### src/include/sys_ctrl_defines.svh
`ifndef SYS_CTRL_DEFINES_SVH
`define SYS_CTRL_DEFINES_SVH

// Datapath widths
`define SYS_DATA_W 8
`define SYS_ADDR_W 4
`define SYS_FUN_W  4

// First byte of each frame
`define CMD_RF_WRITE  8'hAA
`define CMD_RF_READ   8'hBB
`define CMD_ALU_OPS   8'hCC
`define CMD_ALU_NOOPS 8'hDD

// Operands of a 0xCC frame land here
`define OPERAND_A_ADDR 4'h0
`define OPERAND_B_ADDR 4'h1

`endif

### src/rtl/sysCtrlPkg.sv
package sysCtrlPkg;

`include "sys_ctrl_defines.svh"

    typedef logic [`SYS_DATA_W-1:0] dataByte_t;
    typedef logic [`SYS_ADDR_W-1:0] regAddr_t;
    typedef logic [`SYS_FUN_W-1:0]  aluFun_t;

    // Position of a byte after the command byte
    typedef logic [2:0] byteIndex_t;

    // One-hot frame states
    typedef enum logic [4:0] {
        idle     = 5'b00001,
        rfWrite  = 5'b00010,
        rfRead   = 5'b00100,
        aluOps   = 5'b01000,
        aluNoOps = 5'b10000
    } cmdState_t;

endpackage

### src/rtl/sysCtrlIfs.sv
`timescale 1ns/1ps

// Register file side, all registered in regAccessPort
interface regBusIf import sysCtrlPkg::*; ();
    logic      wrEn;
    logic      rdEn;
    regAddr_t  addr;
    dataByte_t wrData;

    modport master (
        output wrEn,
        output rdEn,
        output addr,
        output wrData
    );

    modport slave (
        input wrEn,
        input rdEn,
        input addr,
        input wrData
    );
endinterface

// Per-byte decode from the sequencer, valid in the rxValid cycle
interface cmdStrobeIf import sysCtrlPkg::*; ();
    dataByte_t frameByte;
    logic      addrLoad;
    logic      wrStrobe;
    logic      rdStrobe;
    logic      funStrobe;
    // Use a reserved operand address, B when operandB is set
    logic      operandSel;
    logic      operandB;
    logic      aluActive;

    modport source (
        output frameByte,
        output addrLoad,
        output wrStrobe,
        output rdStrobe,
        output funStrobe,
        output operandSel,
        output operandB,
        output aluActive
    );

    modport sink (
        input frameByte,
        input addrLoad,
        input wrStrobe,
        input rdStrobe,
        input funStrobe,
        input operandSel,
        input operandB,
        input aluActive
    );
endinterface

### src/rtl/frameByteCounter.sv
`timescale 1ns/1ps

module frameByteCounter import sysCtrlPkg::*; (
    input  logic       clk,
    input  logic       rst,
    input  logic       count,
    input  logic       clear,
    output byteIndex_t byteIndex
);

    // A byte strobe wins over clear
    always_ff @(posedge clk or negedge rst)
    begin
        if (!rst)
        begin
            byteIndex <= '0;
        end
        else if (count)
        begin
            byteIndex <= byteIndex + 3'd1;
        end
        else if (clear)
        begin
            byteIndex <= '0;
        end
    end

endmodule

### src/rtl/cmdSequencer.sv
`timescale 1ns/1ps

`include "sys_ctrl_defines.svh"

module cmdSequencer import sysCtrlPkg::*; (
    input  logic       clk,
    input  logic       rst,
    input  dataByte_t  rxData,
    input  logic       rxValid,
    input  byteIndex_t byteIndex,
    output logic       countClear,
    cmdStrobeIf.source strobes
);

    cmdState_t state;
    cmdState_t nextState;
    cmdState_t cmdTarget;
    logic      cmdHit;
    logic      frameEnd;

    // Command byte lookup
    always_comb
    begin
        cmdHit = 1'b1;
        case (rxData)
            `CMD_RF_WRITE:  cmdTarget = rfWrite;
            `CMD_RF_READ:   cmdTarget = rfRead;
            `CMD_ALU_OPS:   cmdTarget = aluOps;
            `CMD_ALU_NOOPS: cmdTarget = aluNoOps;
            default:
            begin
                cmdTarget = idle;
                cmdHit    = 1'b0;
            end
        endcase
    end

    always_comb
    begin
        strobes.addrLoad   = 1'b0;
        strobes.wrStrobe   = 1'b0;
        strobes.rdStrobe   = 1'b0;
        strobes.funStrobe  = 1'b0;
        strobes.operandSel = 1'b0;
        strobes.operandB   = 1'b0;
        frameEnd           = 1'b0;
        if (rxValid)
        begin
            case (state)
                rfWrite:
                begin
                    if (byteIndex == 3'd1)
                    begin
                        strobes.addrLoad = 1'b1;
                    end
                    else if (byteIndex == 3'd2)
                    begin
                        strobes.wrStrobe = 1'b1;
                        frameEnd         = 1'b1;
                    end
                end
                rfRead:
                begin
                    strobes.addrLoad = 1'b1;
                    strobes.rdStrobe = 1'b1;
                    frameEnd         = 1'b1;
                end
                aluOps:
                begin
                    if (byteIndex == 3'd3)
                    begin
                        strobes.funStrobe = 1'b1;
                        frameEnd          = 1'b1;
                    end
                    else
                    begin
                        // Operand bytes go out as register writes
                        strobes.addrLoad   = 1'b1;
                        strobes.wrStrobe   = 1'b1;
                        strobes.operandSel = 1'b1;
                        strobes.operandB   = (byteIndex == 3'd2);
                    end
                end
                aluNoOps:
                begin
                    strobes.funStrobe = 1'b1;
                    frameEnd          = 1'b1;
                end
                default:
                begin
                    frameEnd = 1'b0;
                end
            endcase
        end
    end

    always_comb
    begin
        if (state == idle)
        begin
            nextState = (rxValid && cmdHit) ? cmdTarget : idle;
        end
        else if (frameEnd)
        begin
            nextState = idle;
        end
        else
        begin
            nextState = state;
        end
    end

    always_ff @(posedge clk or negedge rst)
    begin
        if (!rst)
        begin
            state <= idle;
        end
        else
        begin
            state <= nextState;
        end
    end

    assign countClear        = (state == idle);
    assign strobes.frameByte = rxData;
    // Also high in the command byte cycle so the clock gate opens early
    assign strobes.aluActive = (state == aluOps) || (state == aluNoOps) ||
                               ((nextState == aluOps) || (nextState == aluNoOps));

endmodule

### src/rtl/regAccessPort.sv
`timescale 1ns/1ps

`include "sys_ctrl_defines.svh"

module regAccessPort import sysCtrlPkg::*; (
    input  logic     clk,
    input  logic     rst,
    cmdStrobeIf.sink strobes,
    regBusIf.master  regBus
);

    logic     wrStrobeQ;
    logic     rdStrobeQ;
    regAddr_t nextAddr;

    always_comb
    begin
        if (strobes.operandSel)
        begin
            nextAddr = strobes.operandB ? `OPERAND_B_ADDR : `OPERAND_A_ADDR;
        end
        else
        begin
            nextAddr = strobes.frameByte[`SYS_ADDR_W-1:0];
        end
    end

    // Strobe edges become single-cycle enables
    always_ff @(posedge clk or negedge rst)
    begin
        if (!rst)
        begin
            wrStrobeQ   <= 1'b0;
            rdStrobeQ   <= 1'b0;
            regBus.wrEn <= 1'b0;
            regBus.rdEn <= 1'b0;
        end
        else
        begin
            wrStrobeQ   <= strobes.wrStrobe;
            rdStrobeQ   <= strobes.rdStrobe;
            regBus.wrEn <= strobes.wrStrobe & ~wrStrobeQ;
            regBus.rdEn <= strobes.rdStrobe & ~rdStrobeQ;
        end
    end

    // Address holds between loads
    always_ff @(posedge clk or negedge rst)
    begin
        if (!rst)
        begin
            regBus.addr   <= '0;
            regBus.wrData <= '0;
        end
        else
        begin
            if (strobes.addrLoad)
            begin
                regBus.addr <= nextAddr;
            end
            if (strobes.wrStrobe)
            begin
                regBus.wrData <= strobes.frameByte;
            end
        end
    end

endmodule

### src/rtl/aluCommandPort.sv
`timescale 1ns/1ps

`include "sys_ctrl_defines.svh"

module aluCommandPort import sysCtrlPkg::*; (
    input  logic     clk,
    input  logic     rst,
    cmdStrobeIf.sink strobes,
    input  logic     resultSeen,
    output logic     aluEn,
    output aluFun_t  aluFun,
    output logic     clkGateEn
);

    logic funStrobeQ;
    logic aluActiveQ;
    logic aluOpen;

    assign aluOpen = strobes.aluActive & ~aluActiveQ;

    always_ff @(posedge clk or negedge rst)
    begin
        if (!rst)
        begin
            funStrobeQ <= 1'b0;
            aluEn      <= 1'b0;
            aluFun     <= '0;
        end
        else
        begin
            funStrobeQ <= strobes.funStrobe;
            aluEn      <= strobes.funStrobe & ~funStrobeQ;
            if (strobes.funStrobe)
            begin
                aluFun <= strobes.frameByte[`SYS_FUN_W-1:0];
            end
        end
    end

    // Gate opens with the frame, closes once the result is taken
    always_ff @(posedge clk or negedge rst)
    begin
        if (!rst)
        begin
            aluActiveQ <= 1'b0;
            clkGateEn  <= 1'b0;
        end
        else
        begin
            aluActiveQ <= strobes.aluActive;
            if (aluOpen)
            begin
                clkGateEn <= 1'b1;
            end
            else if (resultSeen)
            begin
                clkGateEn <= 1'b0;
            end
        end
    end

endmodule

### src/rtl/responseCapture.sv
`timescale 1ns/1ps

module responseCapture import sysCtrlPkg::*; (
    input  logic      clk,
    input  logic      rst,
    input  dataByte_t aluResult,
    input  logic      aluResultValid,
    input  dataByte_t rdData,
    input  logic      rdDataValid,
    output dataByte_t txData,
    output logic      txValid,
    output logic      resultSeen
);

    logic aluValidQ;
    logic aluRise;

    // Only the first cycle of a held valid counts
    assign aluRise = aluResultValid & ~aluValidQ;

    always_ff @(posedge clk or negedge rst)
    begin
        if (!rst)
        begin
            aluValidQ  <= 1'b0;
            txData     <= '0;
            txValid    <= 1'b0;
            resultSeen <= 1'b0;
        end
        else
        begin
            aluValidQ  <= aluResultValid;
            txValid    <= aluRise | rdDataValid;
            resultSeen <= aluRise;
            if (aluRise)
            begin
                txData <= aluResult;
            end
            else if (rdDataValid)
            begin
                txData <= rdData;
            end
        end
    end

endmodule

### src/rtl/sysCtrl.sv
`timescale 1ns/1ps

module sysCtrl import sysCtrlPkg::*; (
    input  logic      clk,
    input  logic      rst,
    input  dataByte_t rxData,
    input  logic      rxValid,
    input  dataByte_t aluResult,
    input  logic      aluResultValid,
    input  dataByte_t rdData,
    input  logic      rdDataValid,
    output logic      regWrEn,
    output logic      regRdEn,
    output regAddr_t  regAddr,
    output dataByte_t regWrData,
    output logic      aluEn,
    output aluFun_t   aluFun,
    output logic      clkGateEn,
    output dataByte_t txData,
    output logic      txValid
);

    byteIndex_t byteIndex;
    logic       countClear;
    logic       resultSeen;

    regBusIf    regBus ();
    cmdStrobeIf strobes ();

    cmdSequencer uSequencer (
        .clk        (clk),
        .rst        (rst),
        .rxData     (rxData),
        .rxValid    (rxValid),
        .byteIndex  (byteIndex),
        .countClear (countClear),
        .strobes    (strobes.source)
    );

    // Every received byte counts, idle gaps clear it
    frameByteCounter uCounter (
        .clk       (clk),
        .rst       (rst),
        .count     (rxValid),
        .clear     (countClear),
        .byteIndex (byteIndex)
    );

    regAccessPort uRegPort (
        .clk     (clk),
        .rst     (rst),
        .strobes (strobes.sink),
        .regBus  (regBus.master)
    );

    aluCommandPort uAluPort (
        .clk        (clk),
        .rst        (rst),
        .strobes    (strobes.sink),
        .resultSeen (resultSeen),
        .aluEn      (aluEn),
        .aluFun     (aluFun),
        .clkGateEn  (clkGateEn)
    );

    responseCapture uCapture (
        .clk            (clk),
        .rst            (rst),
        .aluResult      (aluResult),
        .aluResultValid (aluResultValid),
        .rdData         (rdData),
        .rdDataValid    (rdDataValid),
        .txData         (txData),
        .txValid        (txValid),
        .resultSeen     (resultSeen)
    );

    assign regWrEn   = regBus.wrEn;
    assign regRdEn   = regBus.rdEn;
    assign regAddr   = regBus.addr;
    assign regWrData = regBus.wrData;

endmodule

### config.mk
export PLATFORM = sky130hd
export DESIGN_NAME = sysCtrl
export DESIGN_NICKNAME = d
export VERILOG_FILES = /design/src/rtl/sysCtrlPkg.sv /design/src/rtl/sysCtrlIfs.sv /design/src/rtl/frameByteCounter.sv /design/src/rtl/cmdSequencer.sv /design/src/rtl/regAccessPort.sv /design/src/rtl/aluCommandPort.sv /design/src/rtl/responseCapture.sv /design/src/rtl/sysCtrl.sv
export VERILOG_INCLUDE_DIRS = /design/src /design/src/include
export SDC_FILE = /design/constraint.sdc
export NUM_CORES = 1
export LEC_CHECK = 0
export BUFFER_PORTS_ARGS = -buffer_cell sky130_fd_sc_hd__buf_2
export CAP_MARGIN = 20
export CORE_MARGIN = 3
export CORE_UTILIZATION = 48
export CTS_BUF_LIST = sky130_fd_sc_hd__clkbuf_2 sky130_fd_sc_hd__clkbuf_4 sky130_fd_sc_hd__clkbuf_8
export DETAILED_ROUTE_END_ITERATION = 12
export PLACE_DENSITY = 0.85
export SLEW_MARGIN = 25
export SYNTH_ARGS = -nofsm -noshare
export SYNTH_HDL_FRONTEND = slang
export SYNTH_SLANG_ARGS = --single-unit
### constraint.sdc
create_clock -name clk -period 1.7 [get_ports clk]
set_input_delay 0.17 -clock clk [delete_from_list [all_inputs] [get_ports clk]]
set_output_delay 0.17 -clock clk [all_outputs]
set_load 0.02 [all_outputs]
Yosys cells after proc, flatten, opt, wreduce, memory -nomap -nowiden

Index checks and enable logic that the tools add are counted.
W data, S select, Z words.

Output and inout port bits: 29
Word-level logic and storage cells: 85
Input port bits: 29
Bits in registers: 43

Multiplexer cells: 33
$add $sub $neg: 1
Bitwise logic cells: 11
Equality and inequality tests: 14
Reductions and logical operators: 9

Operators with widths:

| kind                  | number |
|---|---|
| $eq A8 B8 Y1 const B  | 4 |
| $mux W1               | 20 |
| $pmux W5 S4           | 1 |
| $mux W8               | 2 |
| $mux W5               | 3 |
| $eq A5 B4 Y1 const B  | 2 |
| $eq A5 B5 Y1 const B  | 2 |
| $eq A3 B2 Y1 const B  | 2 |
| $mux W3               | 2 |
| $pmux W1 S3           | 2 |
| $reduce_bool A2 Y1    | 3 |
| $and A1 B1 Y1         | 5 |
| $eq A5 B1 Y1 const B  | 1 |
| $eq A5 B2 Y1 const B  | 1 |
| $eq A5 B3 Y1 const B  | 1 |
| $not A1 Y1            | 5 |
| $mux W4               | 1 |
| $pmux W1 S2           | 2 |
| $reduce_or A4 Y1      | 1 |
| $add A3 B1 Y3 const B | 1 |
| $eq A3 B1 Y1 const B  | 1 |
| $logic_or A1 B1 Y1    | 3 |
| $reduce_or A2 Y1      | 1 |
| $logic_and A1 B1 Y1   | 1 |
| $or A1 B1 Y1          | 1 |

Logic depth before layout (Yosys ltp)

Gate-level depths: netlist (run 1).

Depth after elaboration: 12
Depth in mapped cells: 7

Hierarchy

Synthesis (run 1) repeated with hierarchy kept, for this count alone.

Cells, all modules: 167
Area total of the unflattened synthesis: 2158.3 um2

By module, submodules not included:

| module           | area an instance (um2) | cells an instance | instances |
|---|---|---|---|
| regAccessPort    | 611.8                  | 39                | 1 |
| cmdSequencer     | 591.8                  | 71                | 1 |
| responseCapture  | 553.0                  | 32                | 1 |
| aluCommandPort   | 265.3                  | 16                | 1 |
| frameByteCounter | 136.4                  | 9                 | 1 |

Worst setup path before layout (run 1)

No wires, ideal clock.

Path type: register to register
Start: register uCounter.byteIndex[0]
End: register uAluPort.aluFun[0]
Stages on the path, launching flop included: 6
Clock period less this slack: 1897 ps
Required time: 1575 ps
Library setup time: 125 ps
Slack: -197 ps
Data arrival time: 1773 ps
Buffers on the path: 0
Cells stage by stage: dfrtp_1 > ha_1 > ha_1 > and3b_1 > o211ai_1 > mux2_2

Word-level cells in the longest chain between the ends: 4

RTL lines:

| what                   | line                   | RTL |
|---|---|---|
| from (decl)            | frameByteCounter.sv:8  | `output byteIndex_t byteIndex` |
| from (signal assigned) | frameByteCounter.sv:20 | `byteIndex <= byteIndex + 3'd1;` |
| $eq A3 B2 Y1           | cmdSequencer.sv:70     | `if (byteIndex == 3'd3)` |
| $mux W1                | cmdSequencer.sv:70     |  |
| $pmux W1 S2            | cmdSequencer.sv:49     | `case (state)` |
| $mux W1                | cmdSequencer.sv:47     | `if (rxValid)` |
| to (signal assigned)   | aluCommandPort.sv:35   | `` aluFun <= strobes.frameByte[`SYS_FUN_W-1:0]; `` |
| to (decl)              | aluCommandPort.sv:11   | `output aluFun_t aluFun,` |

No other way between the ends.
A chain may end at the register's enable or synchronous reset.

Final worst setup path (run 1)

Start: register uCounter.byteIndex[0]
End: register uSequencer.state[3]

Word-level cells in the longest chain between the ends: 7

RTL lines:

| what                              | line                | RTL |
|---|---|---|
| $eq A3 B2 Y1                      | cmdSequencer.sv:56  | `else if (byteIndex == 3'd2)` |
| $mux W1                           | cmdSequencer.sv:56  |  |
| $mux W1                           | cmdSequencer.sv:52  | `if (byteIndex == 3'd1)` |
| $pmux W1 S3 *                     | cmdSequencer.sv:49  |  |
| $mux W1 *                         | cmdSequencer.sv:47  |  |
| $mux W5 *                         | cmdSequencer.sv:103 | `else if (frameEnd)` |
| $mux W5 *                         | cmdSequencer.sv:99  | `if (state == idle)` |
| named net uSequencer.nextState[3] | cmdSequencer.sv:16  | `cmdState_t nextState;` |
| to (signal assigned)              | cmdSequencer.sv:117 | `state <= idle;` |
| to (signal assigned)              | cmdSequencer.sv:121 | `state <= nextState;` |
| to (decl)                         | cmdSequencer.sv:15  | `cmdState_t state;` |

The timed path passes the listed nets; every way through them passes the cells marked *.

==> results.yml, run 1 <==
outcome:
  outcome: "complete, but fails checks"
  violations: "negative setup slack"
grt:
  overflow: 0
  grt_pass1_vias: 1601
  grtUsageTotal: 0.205
  grt_pass1_wl_um: 7860
  grt_start_max_net_pins: 44
  antenna_found_initial: 0
cells_and_area:
  layout_commonest_cell: "buf_2"
  drive_gt1_frac: 0.472
  final_nets: 278
  final_util: 0.702
  final_cells: 294
  final_cell_mix: "57 x buf_2, 42 x dfrtp_1, 21 x buf_4, 16 x nand2_1, 16 x mux2i_1"
  diodes: 0
  area_growth_pct: 36.8
setup_path:
  crit_type: "register to register"
  end_kind: "register"
  cp-start-kind: "register"
  cp_max_fo: 5
  path_delay_family: "flip-flops"
  crit_chain: "ha_2 -> ha_4 -> and3b_1 -> o211ai_1 -> buf_4 -> and3_4 -> a32o_1"
  critPathSlowestCell: "dfrtp_1"
  cp_data_arrival_time_ns: 2.06
  max_stage_delay_ns: 0.42
  reg2reg_setup_slack_ns: -0.13
  cp.required_ns: 1.93
  critPathBufInv: 1
placed_design:
  pre_cts_slack_ns: -0.168
  io_buffers: 57
  place_congestion: 0.781
  place_inst: 277
  dp_hpwl_um: 3210
floorplan:
  dieArea_sq_mm: 0.00483
  die_y_um: 69.5
  rows: 22
  start_util: 0.513
  io_pins: 58
  core_sq_mm: 0.00377
  die_x_um: 69.5
logic_synthesis:
  yosysUniqueCellTypes: 38
  synth_seq_cells: 43
  syn-num-nets: 196
  synth_edf_count: 0
  syn-instance-count: 163
  syn_area_sq_mm: 0.00194
  yosysTopAreaCellShare: 0.543
  ys_seq_area_frac: 0.557
  synth.yosys.warnings: 0
  yosys-top-cells-area: "dfrtp_1 54%, mux2i_1 8.3%, mux2_2 6.4%"
  synthArstFlopShare: 1.00
  synthFlopType: "dfrtp_1"
  syn_area_per_cell_sq_um: 11.9
  yosysTopAreaCell: "dfrtp_1"
sta:
  slew_headroom: 0.595
  setup_violations: 20
  hold_viol_final: 0
  fin_ws_ns: -0.133
  fin_setup_tns_ns: -1.51
  rsz0062_at_grt: "true"
  tightest_slew_ns: 0.599
  finClkSkew_ns: 0.00367
  fin_crit_sh: 1.08
  slew_viol_final: 0
  period_minus_slack_ns: 1.83
  max_freq_mhz: 545
power_and_ir_drop:
  intPower_mw: 1.96
  clockPowerShare: 0.214
  p_seq_frac: 0.457
  p_sw_frac: 0.334
  power.density_mw_per_mm2: 1110
  pwr-share-comb: 0.329
  power.leakage_nw: 1.43
  ir_drop_mv: 0.603
  p_switching_uw: 982
clocking:
  htreeDepth: 2
  insertion_delay_ns: 0.29
  clockBufferDepth: 2
  cts_made_buffers: 5
  clockRootBuffer: "clkbuf_8"
  cts_tree: "done"
  cts.sinks: 43
  clk_pin_slew_ns: 0.07
flow_run:
  cap_violations: 0
detailed_routing:
  drt_wl_total_um: 4580
  drc_errors: 0
  drtIter0Drc: 123
  routedWlPerCell_um: 15.6
  first_pass_iters: 4
  vias_per_cell: 5.28
  vias: 1552
  antenna_left: 0
min_path:
  hp-class: "input pin to register"
==> routing by layer <==
layer / wire length (um) / up-vias / global-route usage
met5: 0 / - / 0
met4: 104 / 0 / 0.0803
met1: 1960 / 750 / 0.248
li1: - / 730 / -
met2: 2240 / 61 / 0.347
met3: 279 / 11 / 0.0522
==> area by class of cell <==
cell class	instances	area [sq um]
Clock buffer	6	76.3
Clock inverter	2	12.5
Fill cell	263	1120
Inverter	7	26.3
Multi-Input combinational cell	106	893
Sequential cell	43	1080
Tap cell	48	60.1
Timing Repair Buffer	82	503
==> power by group through the flow <==
stage | clock network [mW] | logic, mW | registers [mW]
after global routing | 0.706 | 1.05 | 1.37
after CTS | 0.650 | 0.930 | 1.34
after floorplan | 0 | 0.374 | 1.47
final | 0.629 | 0.968 | 1.35
after detailed placement | 0 | 0.849 | 1.35
after global placement | 0 | 0.814 | 1.33
==> metrics by stage <==
stage	hold WS (ns)	cell area, sq um	power [mW]
final	0.0811	2650	2.94
after global routing	0.0774	2650	3.13
after CTS	0.0755	2610	2.92
after detailed placement	0.160	2390	2.20
after global placement	0.160	2390	2.15
after floorplan	-0.126	1950	1.85
==> path summary, 6_finish.rpt <==
kind | start | to | cells after the start
worst min register to register | uRegPort.rdStrobeQ | uRegPort.regBus.rdEn | 1
max in group asynchronous | rst | uSequencer.state[0] | 3
worst min-delay path | aluResult[3] | uCapture.txData[3] | 3
worst max register to register | uCounter.byteIndex[0] | uSequencer.state[3] | 7
worst max-delay path | uCounter.byteIndex[0] | uSequencer.state[3] | 7
min in group asynchronous | rst | uRegPort.regBus.rdEn | 3
==> sequential cells by signal, summed over array words and instances (netlist names) <==
name / flops
uCapture.txValid: 1
uCounter.byteIndex: 3
uAluPort.clkGateEn: 1
uSequencer.state: 5
uAluPort.aluActiveQ: 1
uRegPort.regBus.wrEn: 1
uAluPort.aluFun: 4
uAluPort.aluEn: 1
uRegPort.rdStrobeQ: 1
uRegPort.regBus.addr: 4
uCapture.resultSeen: 1
uRegPort.wrStrobeQ: 1
uAluPort.funStrobeQ: 1
uRegPort.regBus.rdEn: 1
uCapture.txData: 8
uCapture.aluValidQ: 1
uRegPort.regBus.wrData: 8
==> cell usage after synthesis (all sizes together) (2+ instances only) <==
master  instances
o21ai          10
and3            3
mux2           12
ha              4
nand2b          3
nand2          20
buf             4
nand3           2
nor2b           4
dfrtp          42
nor3            3
a21o            2
nand4           3
mux2i          16
inv             7
clkbuf          3
nor2            6
a32o            3
==> kinds of logic (layout without fill, tap and decap cells) <==
kind of cell / count (synthesis) / in the layout / share of synthesized area
compound gates: 22 / 22 / 0.0827
xor+xnor: 1 / 1 / 0.00453
fa+ha+maj: 4 / 4 / 0.0259
buf+inv: 14 / 97 / 0.0323
flops: 43 / 43 / 0.557
mux: 28 / 28 / 0.153
simple gates: 51 / 51 / 0.145
==> worst register-to-register path, cell delays in order (launching register included) <==
cell and delay [ns]:
dfrtp_1 0.42, ha_2 0.21, ha_4 0.16, and3b_1 0.15
o211ai_1 0.25, buf_4 0.22, and3_4 0.23, a32o_1 0.13
==> what timing repair did <==
action | in CTS | in global routing
hold buffers | 2 | 0
pin swaps | 5 | 6
hold endpoints to repair | 43 | 0
setup endpoints to repair | 21 | 25
gates resized for setup | 20 | 2
buffers inserted | 3 | 4
Note: power is estimated with default switching activity, not from simulation.
==> run 2: changes to the inputs <==
--- a/config.mk
+++ b/config.mk
@@ -9,10 +9,10 @@
 export BUFFER_PORTS_ARGS = -buffer_cell sky130_fd_sc_hd__buf_2
 export CAP_MARGIN = 20
 export CORE_MARGIN = 3
-export CORE_UTILIZATION = 48
-export CTS_BUF_LIST = sky130_fd_sc_hd__clkbuf_2 sky130_fd_sc_hd__clkbuf_4 sky130_fd_sc_hd__clkbuf_8
+export CORE_UTILIZATION = 46
+export CTS_BUF_LIST = sky130_fd_sc_hd__clkbuf_8 sky130_fd_sc_hd__clkbuf_16
 export DETAILED_ROUTE_END_ITERATION = 12
-export PLACE_DENSITY = 0.85
+export PLACE_DENSITY = 0.82
 export SLEW_MARGIN = 25
 export SYNTH_ARGS = -nofsm -noshare
 export SYNTH_HDL_FRONTEND = slang
==> results.yml, run 2 (same netlist as run 1, synthesis figures left out) <==
outcome:
  outcome: "complete, but fails checks"
  violations: "negative setup slack"
cells_and_area:
  final_nets: 278
  layout_commonest_cell: "buf_2"
  drive_gt1_frac: 0.451
  area_growth_pct: 35.4
  fill_cells: 299
  final_cell_mix: "57 x buf_2, 42 x dfrtp_1, 22 x buf_4, 20 x nand2_1, 16 x mux2i_1"
  diodes: 0
  reg.largest.list: "uCapture.txData x8, uRegPort.regBus.wrData x8, uSequencer.state x5"
floorplan:
  die_y_um: 70.9
  io_pins: 58
  start_util: 0.502
  die_x_um: 70.9
  dieArea_sq_mm: 0.00502
  rows: 22
  core_sq_mm: 0.00385
setup_path:
  cp-start-kind: "register"
  crit_type: "register to register"
  end_kind: "register"
  cp_data_arrival_time_ns: 1.98
  cp_max_fo: 6
  cp.required_ns: 1.93
  reg2reg_setup_slack_ns: -0.04
clocking:
  clockBufferDepth: 2
  cts_tree: "done"
  insertion_delay_ns: 0.30
  htreeDepth: 2
  clk_pin_slew_ns: 0.08
  clockRootBuffer: "clkbuf_8"
  cts_made_buffers: 5
  cts.sinks: 43
grt:
  grt_pass1_vias: 1593
  grt_start_max_net_pins: 18
  overflow: 0
  grt_pass1_wl_um: 7490
  antenna_found_initial: 0
  grtUsageTotal: 0.190
sta:
  max_freq_mhz: 573
  hold_viol_final: 0
  rsz0062_at_grt: "true"
  fin_setup_tns_ns: -0.299
  period_minus_slack_ns: 1.74
  slew_headroom: 0.603
  tightest_slew_ns: 0.588
  finClkSkew_ns: 0.00716
  slew_viol_final: 0
  fin_ws_ns: -0.0445
  setup_violations: 15
  fin_crit_sh: 1.03
detailed_routing:
  first_pass_iters: 4
  drt_wl_total_um: 4520
  antenna_left: 0
  routedWlPerCell_um: 15.4
  vias: 1521
  drtIter0Drc: 83
  vias_per_cell: 5.17
  drc_errors: 0
placed_design:
  dp_hpwl_um: 3240
  pre_cts_slack_ns: -0.153
  place_congestion: 0.830
  io_buffers: 57
power_and_ir_drop:
  clockPowerShare: 0.217
  intPower_mw: 1.92
  power.leakage_nw: 1.43
  p_seq_frac: 0.462
  power.density_mw_per_mm2: 1110
  p_switching_uw: 989
  pwr-share-comb: 0.321
  p_sw_frac: 0.339
  power.total_mw: 2.91
  ir_drop_mv: 0.821
min_path:
  hp-class: "input pin to register"
flow_run:
  cap_violations: 0
run 2: cell types whose count changed in the layout (fill, tap and decap cells not counted), sizes merged:
cell,before,now
inv,7,8
clkbuf,6,5
run 2: per-layer routing:
metal	global-route usage	vias to the layer above	wire (um)
met5	0	-	0
met3	0.0597	6	276
met4	0.0647	0	60
li1	-	729	-
met2	0.323	47	2290
met1	0.226	739	1890
run 2: final timing paths:
kind | from | end | cells after the start
max in group asynchronous | rst | uSequencer.state[0] | 3
min | aluResult[6] | uCapture.txData[6] | 3
max reg2reg | uCounter.byteIndex[0] | uSequencer.state[3] | 7
min reg2reg | uRegPort.wrStrobeQ | uRegPort.regBus.wrEn | 1
max | uCounter.byteIndex[0] | uSequencer.state[3] | 7
min in group asynchronous | rst | uSequencer.state[2] | 2
run 2: critical path, stage by stage, from the launching register on:
cell and delay [ns]:
dfrtp_1 0.43, ha_2 0.21, ha_4 0.16, and3b_1 0.16, o211ai_1 0.15, buf_4 0.20
and3_4 0.23, a32o_1 0.15
run 2: per-stage QoR:
stage | instances | area (sq um) | utilization | hold WS, ns
2_1_floorplan | 163 | 1950 | - | -0.126
3_3_place_gp | 280 | 2400 | 0.623 | 0.0798
3_5_place_dp | 280 | 2400 | 0.623 | 0.0790
4_1_cts | 294 | 2620 | 0.679 | 0.0700
5_1_grt | 294 | 2620 | 0.680 | 0.0799
6_report | 294 | 2620 | 0.680 | 0.0743
run 2: final cells by class:
class | count | area, sq um | area share
Clock inverter | 3 | 16.3 | 0.00621
Multi-Input combinational cell | 106 | 882 | 0.337
Sequential cell | 43 | 1080 | 0.411
Inverter | 7 | 26.3 | 0.0100
Clock buffer | 5 | 68.8 | 0.0263
Tap cell | 48 | 60.1 | 0.0229
Timing Repair Buffer | 82 | 490 | 0.187
run 2: power by group through the flow:
stage | Clock, mW | Combinational [mW] | Sequential (mW)
floorplan | 0 | 0.374 | 1.47
global placement | 0 | 0.843 | 1.33
detailed placement | 0 | 0.867 | 1.35
CTS | 0.648 | 0.928 | 1.34
global route | 0.693 | 1.01 | 1.37
finish | 0.633 | 0.937 | 1.34
run 2: what timing repair did:
| action | CTS | global route |
|---|---|---|
| setup endpoints to repair | 17 | 24 |
| hold buffers | 2 | 0 |
| setup buffers | 4 | 0 |
| pin swaps | 9 | 3 |
| hold endpoints to repair | 14 | 0 |
| gates resized for setup | 16 | 2 |
